==> src/rtl/pipePkg.sv <==
// Datapath widths and base types; widths other than 32-bit words and 5-bit indices are untested
package pipePkg;

  // Datapath width, data and address alike
  parameter int archBits = 32;

  // Register index width, 32 architectural registers
  parameter int regIdxBits = 5;

  // Bytes per instruction, the PC step
  parameter int instBytes = 4;

  // Data and address word
  typedef logic [archBits-1:0] word;

  // Register index
  typedef logic [regIdxBits-1:0] regIdx;

endpackage
==> src/rtl/isaPkg.sv <==
// Instruction encoding; the 15-bit immediate overlaps source 2, so a BEQ offset shares bits 14..10 with its source 2 index
package isaPkg;

  import pipePkg::*;

  // Opcode field width
  parameter int opcodeBits = 7;

  // Supported opcodes, anything else decodes as a NOP
  typedef enum logic [opcodeBits-1:0]
  {
    opAdd  = 7'h00,
    opSub  = 7'h01,
    opMovi = 7'h15,
    opBeq  = 7'h30,
    opJump = 7'h31,
    opNop  = 7'h7f
  } opcode;

  // Field positions, lsb of each field
  parameter int opcodeLsb = 25;
  parameter int dstLsb = 20;
  parameter int src1Lsb = 15;
  parameter int src2Lsb = 10;

  // Immediate or branch offset width, sign-extended from bit 14
  parameter int immBits = 15;

  // Bubble word, all ones decodes as opNop
  parameter word nopInstruction = 32'hFFFF_FFFF;

endpackage

==> src/rtl/stageIf.sv <==
// Stage-to-stage bundles; issueIf is valid-qualified, resultIf carries same-cycle writeback and redirect
`timescale 1ns/100ps

// Decode to execute, one registered instruction per cycle
interface issueIf import pipePkg::*, isaPkg::*; ();

  logic  issueValid;
  opcode issueOp;
  regIdx issueDst;
  // Operands after forwarding
  word   issueA;
  word   issueB;
  // Sign-extended immediate or offset
  word   issueImm;
  word   issuePc;

  modport producer (output issueValid, issueOp, issueDst, issueA, issueB, issueImm, issuePc);
  modport consumer (input issueValid, issueOp, issueDst, issueA, issueB, issueImm, issuePc);

endinterface

// Execute back to decode and fetch, combinational in the execute cycle
interface resultIf import pipePkg::*; ();

  logic  wbValid;
  regIdx wbReg;
  word   wbData;
  logic  redirectValid;
  word   redirectTarget;

  modport producer (output wbValid, wbReg, wbData, redirectValid, redirectTarget);
  modport consumer (input wbValid, wbReg, wbData, redirectValid, redirectTarget);

endinterface

==> src/rtl/coreTop.sv <==
// Three-stage core top; instData must be stable while instValid is high, there is no other back-pressure
`timescale 1ns/100ps

module coreTop import pipePkg::*;
#(
  parameter word resetPc = 32'h0000_1000
)
(
  input  logic  clk,
  input  logic  rst,
  output word   instAddr,
  input  word   instData,
  input  logic  instValid,
  output logic  retireValid,
  output regIdx retireReg,
  output word   retireData
);

  word fetchInst;
  word fetchPc;

  issueIf issueBus ();
  resultIf resultBus ();

  fetchUnit #(.resetPc(resetPc)) u_fetchUnit
  (
    .clk       (clk),
    .rst       (rst),
    .instAddr  (instAddr),
    .instData  (instData),
    .instValid (instValid),
    .result    (resultBus.consumer),
    .fetchInst (fetchInst),
    .fetchPc   (fetchPc)
  );

  decodeStage u_decodeStage
  (
    .clk       (clk),
    .rst       (rst),
    .fetchInst (fetchInst),
    .fetchPc   (fetchPc),
    .result    (resultBus.consumer),
    .issue     (issueBus.producer)
  );

  executeStage u_executeStage
  (
    .issue  (issueBus.consumer),
    .result (resultBus.producer)
  );

  // Retire is the writeback itself
  assign retireValid = resultBus.wbValid;
  assign retireReg = resultBus.wbReg;
  assign retireData = resultBus.wbData;

endmodule

==> src/rtl/executeStage.sv <==
// Execute stage; fully combinational, results and redirect are valid only in the issue cycle
`timescale 1ns/100ps

module executeStage import pipePkg::*, isaPkg::*;
(
  issueIf.consumer issue,
  resultIf.producer result
);

  word  aluOut;
  word  target;
  word  offset;
  logic writes;
  logic taken;

  // Offsets count instructions, not bytes
  assign offset = issue.issueImm << 2;

  always_comb
  begin
    aluOut = '0;
    target = issue.issuePc + offset;
    writes = 1'b0;
    taken = 1'b0;
    case (issue.issueOp)
      opAdd:
      begin
        aluOut = issue.issueA + issue.issueB;
        writes = 1'b1;
      end
      opSub:
      begin
        aluOut = issue.issueA - issue.issueB;
        writes = 1'b1;
      end
      opMovi:
      begin
        aluOut = issue.issueImm;
        writes = 1'b1;
      end
      // PC-relative, taken on equal sources
      opBeq:
        taken = (issue.issueA == issue.issueB);
      // Register-relative, always taken
      opJump:
      begin
        target = issue.issueA + offset;
        taken = 1'b1;
      end
      default:
        writes = 1'b0;
    endcase
  end

  // Commit in program order straight to the register file
  assign result.wbValid = issue.issueValid && writes;
  assign result.wbReg = issue.issueDst;
  assign result.wbData = aluOut;

  assign result.redirectValid = issue.issueValid && taken;
  assign result.redirectTarget = target;

endmodule

==> src/rtl/decodeStage.sv <==
// Decode stage; forwards only from execute, which is enough because the pipe has two stages in flight
`timescale 1ns/100ps

module decodeStage import pipePkg::*, isaPkg::*;
(
  input  logic clk,
  input  logic rst,
  input  word  fetchInst,
  input  word  fetchPc,
  resultIf.consumer result,
  issueIf.producer issue
);

  opcode op;
  regIdx dst;
  regIdx src1;
  regIdx src2;
  word   imm;
  word   rfData1;
  word   rfData2;
  word   opA;
  word   opB;
  logic  opKnown;

  // Field split
  assign op = opcode'(fetchInst[opcodeLsb +: opcodeBits]);
  assign dst = fetchInst[dstLsb +: regIdxBits];
  assign src1 = fetchInst[src1Lsb +: regIdxBits];
  assign src2 = fetchInst[src2Lsb +: regIdxBits];

  // Sign extension of the low 15 bits
  assign imm = {{(archBits-immBits){fetchInst[immBits-1]}}, fetchInst[immBits-1:0]};

  // NOP and unknown opcodes never issue
  assign opKnown = (op == opAdd) || (op == opSub) || (op == opMovi) ||
                   (op == opBeq) || (op == opJump);

  // Writeback from execute lands here at the end of the cycle
  registerFile u_registerFile
  (
    .clk     (clk),
    .rst     (rst),
    .rdIdx1  (src1),
    .rdIdx2  (src2),
    .rdData1 (rfData1),
    .rdData2 (rfData2),
    .wrEn    (result.wbValid),
    .wrIdx   (result.wbReg),
    .wrData  (result.wbData)
  );

  // Result being written this cycle is newer than the file contents
  assign opA = (result.wbValid && (result.wbReg == src1)) ? result.wbData : rfData1;
  assign opB = (result.wbValid && (result.wbReg == src2)) ? result.wbData : rfData2;

  // Issue valid, killed by a taken branch in execute
  always_ff @(posedge clk)
  begin
    if (rst)
      issue.issueValid <= 1'b0;
    else
      issue.issueValid <= opKnown && !result.redirectValid;
  end

  // Issue payload, qualified by issueValid
  always_ff @(posedge clk)
  begin
    issue.issueOp <= op;
    issue.issueDst <= dst;
    issue.issueA <= opA;
    issue.issueB <= opB;
    issue.issueImm <= imm;
    issue.issuePc <= fetchPc;
  end

endmodule

==> src/rtl/fetchUnit.sv <==
// Fetch stage; instData is only sampled while instValid is high, no request is issued beyond instAddr
`timescale 1ns/100ps

module fetchUnit import pipePkg::*, isaPkg::*;
#(
  parameter word resetPc = 32'h0000_1000
)
(
  input  logic clk,
  input  logic rst,
  output word  instAddr,
  input  word  instData,
  input  logic instValid,
  resultIf.consumer result,
  output word  fetchInst,
  output word  fetchPc
);

  word pc;

  // Address goes straight out of the PC register
  assign instAddr = pc;

  always_ff @(posedge clk)
  begin
    if (rst)
    begin
      pc <= resetPc;
      fetchInst <= nopInstruction;
    end
    // Redirect wins; this cycle's word is dropped
    else if (result.redirectValid)
    begin
      pc <= result.redirectTarget;
      fetchInst <= nopInstruction;
    end
    else if (instValid)
    begin
      pc <= pc + word'(instBytes);
      fetchInst <= instData;
    end
    // Waiting on the instruction port, send a bubble
    else
    begin
      fetchInst <= nopInstruction;
    end
  end

  // PC of the instruction in decode, only meaningful with a real word
  always_ff @(posedge clk)
  begin
    if (instValid && !result.redirectValid)
      fetchPc <= pc;
  end

endmodule

==> src/rtl/registerFile.sv <==
// Register file; no hardwired zero register, write-then-read bypass is left to the caller
`timescale 1ns/100ps

module registerFile import pipePkg::*;
(
  input  logic  clk,
  input  logic  rst,
  input  regIdx rdIdx1,
  input  regIdx rdIdx2,
  output word   rdData1,
  output word   rdData2,
  input  logic  wrEn,
  input  regIdx wrIdx,
  input  word   wrData
);

  word regs [2**regIdxBits];

  // Reads are asynchronous
  assign rdData1 = regs[rdIdx1];
  assign rdData2 = regs[rdIdx2];

  always_ff @(posedge clk)
  begin
    // All registers read zero after reset
    if (rst)
    begin
      for (int i = 0; i < 2**regIdxBits; i++)
        regs[i] <= '0;
    end
    else if (wrEn)
      regs[wrIdx] <= wrData;
  end

endmodule

==> config.mk <==
export PLATFORM = sky130hd
export DESIGN_NAME = coreTop
export DESIGN_NICKNAME = d
export VERILOG_FILES = /design/src/rtl/pipePkg.sv /design/src/rtl/isaPkg.sv /design/src/rtl/stageIf.sv /design/src/rtl/coreTop.sv /design/src/rtl/executeStage.sv /design/src/rtl/decodeStage.sv /design/src/rtl/fetchUnit.sv /design/src/rtl/registerFile.sv
export SDC_FILE = /design/constraint.sdc
export NUM_CORES = 2
export LEC_CHECK = 0
export BUFFER_PORTS_ARGS = -buffer_cell sky130_fd_sc_hd__buf_2
export CORE_ASPECT_RATIO = 0.9
export CORE_MARGIN = 3
export CORE_UTILIZATION = 64
export CTS_CLUSTER_DIAMETER = 40
export DETAILED_ROUTE_END_ITERATION = 16
export PLACE_DENSITY = 0.81
export SKIP_LAST_GASP = 1
export SLEW_MARGIN = 20
export SYNTH_ARGS = -nofsm -noshare
export SYNTH_HDL_FRONTEND = slang
export SYNTH_SLANG_ARGS = --single-unit
==> constraint.sdc <==
create_clock -name clk -period 5.65 [get_ports clk]
set_input_delay 0.565 -clock clk [delete_from_list [all_inputs] [get_ports clk]]
set_output_delay 0.565 -clock clk [all_outputs]
set_load 0.005 [all_outputs]
==> metrics.txt <==
# TYPE chip_impl_metric gauge
chip_impl_info{name="reg2reg_from",value="u_decodeStage.issue.issueOp[3]"} 1
chip_impl_metric{name="report.final.slew_viol_count",unit=""} 0
chip_impl_metric{name="timing_worst_slew_pin_value",unit="ns"} 1.307
chip_impl_metric{name="synth_edf_count",unit=""} 1056
chip_impl_metric{name="worst-path-max-fanout",unit=""} 18
chip_impl_metric{name="gr-usage-met1",unit=""} 0.5513
chip_impl_metric{name="row_count",unit=""} 109
chip_impl_metric{name="drt_drc_violations_left",unit=""} 0
chip_impl_metric{name="netSwitchingPower",unit="mW"} 5.951
chip_impl_metric{name="use_met3",unit=""} 0.1590
chip_impl_metric{name="power_per_cell_area",unit="nW/um2"} 316.5
chip_impl_metric{name="total_power",unit="mW"} 22.80
chip_impl_info{name="synth_area_leader_cell",value="edfxtp_1"} 1
chip_impl_metric{name="num_vias",unit=""} 46310
chip_impl_metric{name="fin_crit_sh",unit=""} 0.9460
chip_impl_metric{name="wl_per_cell",unit="um"} 36.14
chip_impl_metric{name="path_clk_slew",unit="ns"} 0.06
chip_impl_metric{name="cp_slowest_stage_delay",unit="ns"} 0.79
chip_impl_metric{name="timing.hold.ws",unit="ns"} 0.04482
chip_impl_metric{name="fin_tns_setup",unit="ns"} 0
chip_impl_metric{name="floorplan.die.width",unit="um"} 339.7
chip_impl_metric{name="finalHoldViolations",unit=""} 0
chip_impl_info{name="worst_hold_path_type",value="in2reg"} 1
chip_impl_metric{name="antenna_found_initial",unit=""} 8
chip_impl_info{name="setup.worst_path.start_class",value="flip-flop"} 1
chip_impl_metric{name="area_of_the_mapped_netlist",unit="um2"} 64160
chip_impl_metric{name="yosys_register_bits",unit=""} 1244
chip_impl_info{name="synth.top_cells.by_area",value="edfxtp_1 49%, mux4_2 22%, nor2_1 6.6%"} 1
chip_impl_metric{name="vias_in_the_first_global_route",unit=""} 46670
chip_impl_metric{name="port-buffer-count",unit=""} 104
chip_impl_info{name="synthTopCellsByCount",value="1,120 x nor2_1, 1,056 x edfxtp_1, 640 x mux4_2"} 1
chip_impl_metric{name="ys_async_sr_fraction",unit=""} 0
chip_impl_metric{name="post_route_cells_drive_above_1_share",unit=""} 0.2861
chip_impl_metric{name="place.detailed.hpwl",unit="um"} 135000
chip_impl_metric{name="grt_first_pass_wirelength",unit="um"} 319400
chip_impl_info{name="primary_flip_flop_cell_chosen_by_synthesis_mapping",value="edfxtp_1"} 1
chip_impl_metric{name="sequentialPowerShare",unit=""} 0.458
chip_impl_info{name="yosysMostFrequentCell",value="nor2_1"} 1
chip_impl_metric{name="p_leak",unit="nW"} 26.06
chip_impl_metric{name="skew",unit="ns"} 0.05559
chip_impl_metric{name="dp.cells",unit=""} 5851
chip_impl_metric{name="place_area",unit="um2"} 66670
chip_impl_info{name="cts_tree",value="built"} 1
chip_impl_metric{name="setup_violation_total_in_the_final_timing_report",unit=""} 0
chip_impl_info{name="clock_root_buffer",value="clkbuf_16"} 1
chip_impl_metric{name="gr-total-overflow",unit=""} 0
chip_impl_metric{name="critPathArrivalTime",unit="ns"} 4.78
chip_impl_metric{name="place.gp.congestion",unit=""} 1.019
chip_impl_metric{name="initialDrtViolationCount",unit=""} 8192
chip_impl_metric{name="achievable-frequency",unit="MHz"} 187.1
chip_impl_metric{name="net_total_in_the_final_layout",unit=""} 4836
chip_impl_metric{name="period_minus_slack",unit="ns"} 5.345
chip_impl_metric{name="ant_nets",unit=""} 0
chip_impl_metric{name="drt-total-wl",unit="um"} 223000
chip_impl_metric{name="starting_density",unit=""} 0.6489
chip_impl_metric{name="power_frac_clock",unit=""} 0.432
chip_impl_metric{name="critical_path_required",unit="ns"} 5.09
chip_impl_metric{name="drv_cap",unit=""} 0
chip_impl_metric{name="n_fill_cell",unit=""} 5993
chip_impl_info{name="reg2reg_to",value="u_fetchUnit.instAddr[29]"} 1
chip_impl_metric{name="drt-vias-per-instance",unit=""} 7.506
chip_impl_metric{name="yosysWarningCount",unit=""} 0
chip_impl_info{name="worst-setup-path-type",value="reg2out"} 1
chip_impl_info{name="outcome",value="finished, final reports clean"} 1
chip_impl_metric{name="share_of_total_power_in_combinational_logic",unit=""} 0.110
chip_impl_metric{name="post_layout_nonfiller_instances",unit=""} 6169
chip_impl_info{name="critPathCaptureType",value="primary output"} 1
chip_impl_metric{name="ctsHtreeMaxLevel",unit=""} 4
chip_impl_metric{name="tritoncts_num_sinks",unit=""} 1244
chip_impl_metric{name="p_sw_frac",unit=""} 0.2610
chip_impl_metric{name="grt.met2_usage",unit=""} 0.6243
chip_impl_metric{name="worst-r2r-setup-slack",unit="ns"} 0.96
chip_impl_info{name="timing.critical_path.slowest_stage_cell",value="and3_1"} 1
chip_impl_metric{name="top_level_ports",unit=""} 105
chip_impl_metric{name="design_area",unit="um2"} 72060
chip_impl_metric{name="synthDominantCellAreaShare",unit=""} 0.4943
chip_impl_metric{name="postSynthNetCount",unit=""} 4795
chip_impl_metric{name="flow.area_growth_from_synthesis",unit="%"} 12.31
chip_impl_metric{name="fin_util",unit=""} 0.7288
chip_impl_metric{name="yosysUniqueCellTypes",unit=""} 78
chip_impl_metric{name="synthCells",unit=""} 4663
chip_impl_info{name="setup.worst_path.end",value="retireData[29]"} 1
chip_impl_metric{name="dieHeight",unit="um"} 306.4
chip_impl_metric{name="grt_util_all_layers",unit=""} 0.4315
chip_impl_metric{name="slew-limit-headroom",unit=""} 0.1197
chip_impl_metric{name="hold_depth",unit=""} 2
chip_impl_metric{name="worst_skew_pair.late_latency",unit="ns"} 0.80
chip_impl_metric{name="postCtsSetupBuffers",unit=""} 0
chip_impl_metric{name="clock_tree.buffer_depth",unit=""} 3
chip_impl_metric{name="worst_voltage_drop_across_the_vdd_grid",unit="V"} 0.0003174
chip_impl_metric{name="cts_made_buffers",unit=""} 152
chip_impl_info{name="global_route.peak_usage_layer",value="met2"} 1
chip_impl_metric{name="power_report.internal_total",unit="mW"} 16.85
chip_impl_metric{name="post-route-worst-setup-slack",unit="ns"} 0.3052
chip_impl_info{name="rsz0062_at_grt",value="false"} 1
chip_impl_metric{name="preCtsSetupSlack",unit="ns"} 0.9867
chip_impl_metric{name="postSynthAreaPerCell",unit="um2"} 13.76
chip_impl_metric{name="core_area",unit="um2"} 98880
chip_impl_info{name="path_cells",value="inv_1 -> ha_1 -> nand2b_1 -> a221oi_1 -> a211oi_1 -> a31oi_2 -> o211ai_1 -> o211ai_1 -> a21oi_1 -> o31ai_1 -> and3_1 -> inv_1 -> buf_2"} 1
chip_impl_metric{name="fp.dieArea",unit="um2"} 104100
chip_impl_metric{name="ff2ff_path_depth",unit=""} 17
chip_impl_metric{name="detailedRoute.firstPassIterationCount",unit=""} 9
chip_impl_metric{name="grt_start_max_net_pins",unit=""} 68
chip_impl_info{name="critical_path.startpoint",value="u_decodeStage.issue.issueB[1]"} 1
chip_impl_metric{name="yosysSeqAreaShare",unit=""} 0.5529
## metal layers
metal / wire length (um) / share of wire
met1: 69790 / 0.31
met2: 97480 / 0.44
met3: 37510 / 0.17
met4: 18100 / 0.081
met5: 71 / 0.00032
## cells in the final DEF (no fill, tap or decap), types with 12 or more instances in the layout
cell type / instances
dlygate4sd3_1: 31
nor3_1: 31
mux2_2: 78
nor2b_1: 27
a22oi_2: 12
or2_2: 35
o21ai_0: 89
mux4_2: 640
inv_1: 106
a21oi_1: 120
clkbuf_1: 19
a21o_1: 38
edfxtp_1: 1056
buf_4: 150
xnor2_1: 71
nand2b_2: 33
buf_12: 28
nor2_1: 1120
ha_1: 94
clkinvlp_4: 12
a211oi_1: 52
o211ai_1: 13
buf_2: 104
clkinv_2: 25
and3_1: 21
nor4_1: 12
a21oi_4: 12
nand3_1: 33
dfxtp_1: 178
nand2_1: 154
clkbuf_16: 157
nand4_1: 15
xor2_1: 21
nand2b_1: 13
clkinv_4: 12
clkinv_1: 14
inv_6: 16
## final cells by class
type / instances / area (um2) / area share
timing repair buffer: 313 / 2517 / 0.03494
multi-input combinational: 2884 / 26890 / 0.3731
tap: 1332 / 1667 / 0.02313
antenna: 7 / 17.52 / 0.0002431
inverter: 109 / 409.1 / 0.005678
clock inverter: 102 / 1033 / 0.01434
sequential: 1244 / 35510 / 0.4928
clock buffer: 178 / 4019 / 0.05577
## registers in the layout, indices dropped and copies added, names as in the netlist
name	flops
u_decodeStage.issue.issueA	32
u_decodeStage.u_registerFile.regs	1024
u_decodeStage.issue.issueDst	5
u_decodeStage.issue.issueValid	1
u_decodeStage.issue.issuePc	32
u_decodeStage.issue.issueOp	7
u_decodeStage.issue.issueB	32
u_fetchUnit.instAddr	32
u_fetchUnit.fetchPc	32
u_fetchUnit.fetchInst	32
u_decodeStage.issue.issueImm	15
## critical path, delay by kind of cell (launching register included)
kind,cells,cell delay [ns]
buffers and inverters,3,0.32
flip-flops,1,0.39
AO/OA/AOI/OAI,7,1.96
AND/OR/NAND/NOR,2,0.97
adder cells (fa/ha/maj),1,0.32
## power by group through the flow
stage                     registers (mW)  clock network (mW)  logic (mW)
after CTS                           10.4                9.84        2.40
final                               10.5                9.85        2.50
after global placement              10.6                   0        2.35
after detailed placement            10.6                   0        2.35
after global routing                10.5                10.2        2.58
after floorplan                     10.5                   0        1.60
## how the worst min path moves through the flow
stage	startpoint	slack (ns)	end
final	instData[13]	0.04	u_fetchUnit.fetchInst[13]
after global placement	u_fetchUnit.fetchInst[22]	0.31	u_decodeStage.issue.issueDst[2]
after CTS	instData[13]	0.006	u_fetchUnit.fetchInst[13]
after global routing	instData[13]	0.02	u_fetchUnit.fetchInst[13]
after detailed placement	u_fetchUnit.fetchInst[2]	0.31	u_decodeStage.issue.issueImm[2]
after floorplan	u_fetchUnit.fetchInst[20]	0.31	u_decodeStage.issue.issueDst[0]
## timing repair
action	4_1_cts	5_1_grt
hold buffers	31	0
gates resized for setup	0	0
endpoints found under the hold margin	31	0
## logic make-up (layout without fill, tap and decap cells)
kind of cell / after synthesis / in the layout / share of synthesized area
DFF: 1244 / 1244 / 0.5529
muxes: 724 / 724 / 0.2393
adders and majority gates: 97 / 97 / 0.01927
other: 0 / 7 / 0
AOI/OAI and AO/OA: 423 / 423 / 0.04224
xor gates and xnor gates: 92 / 92 / 0.01256
buffers and inverters: 535 / 702 / 0.03321
and+or+nand+nor: 1548 / 1548 / 0.1005
(Power assumes the default switching activity.)
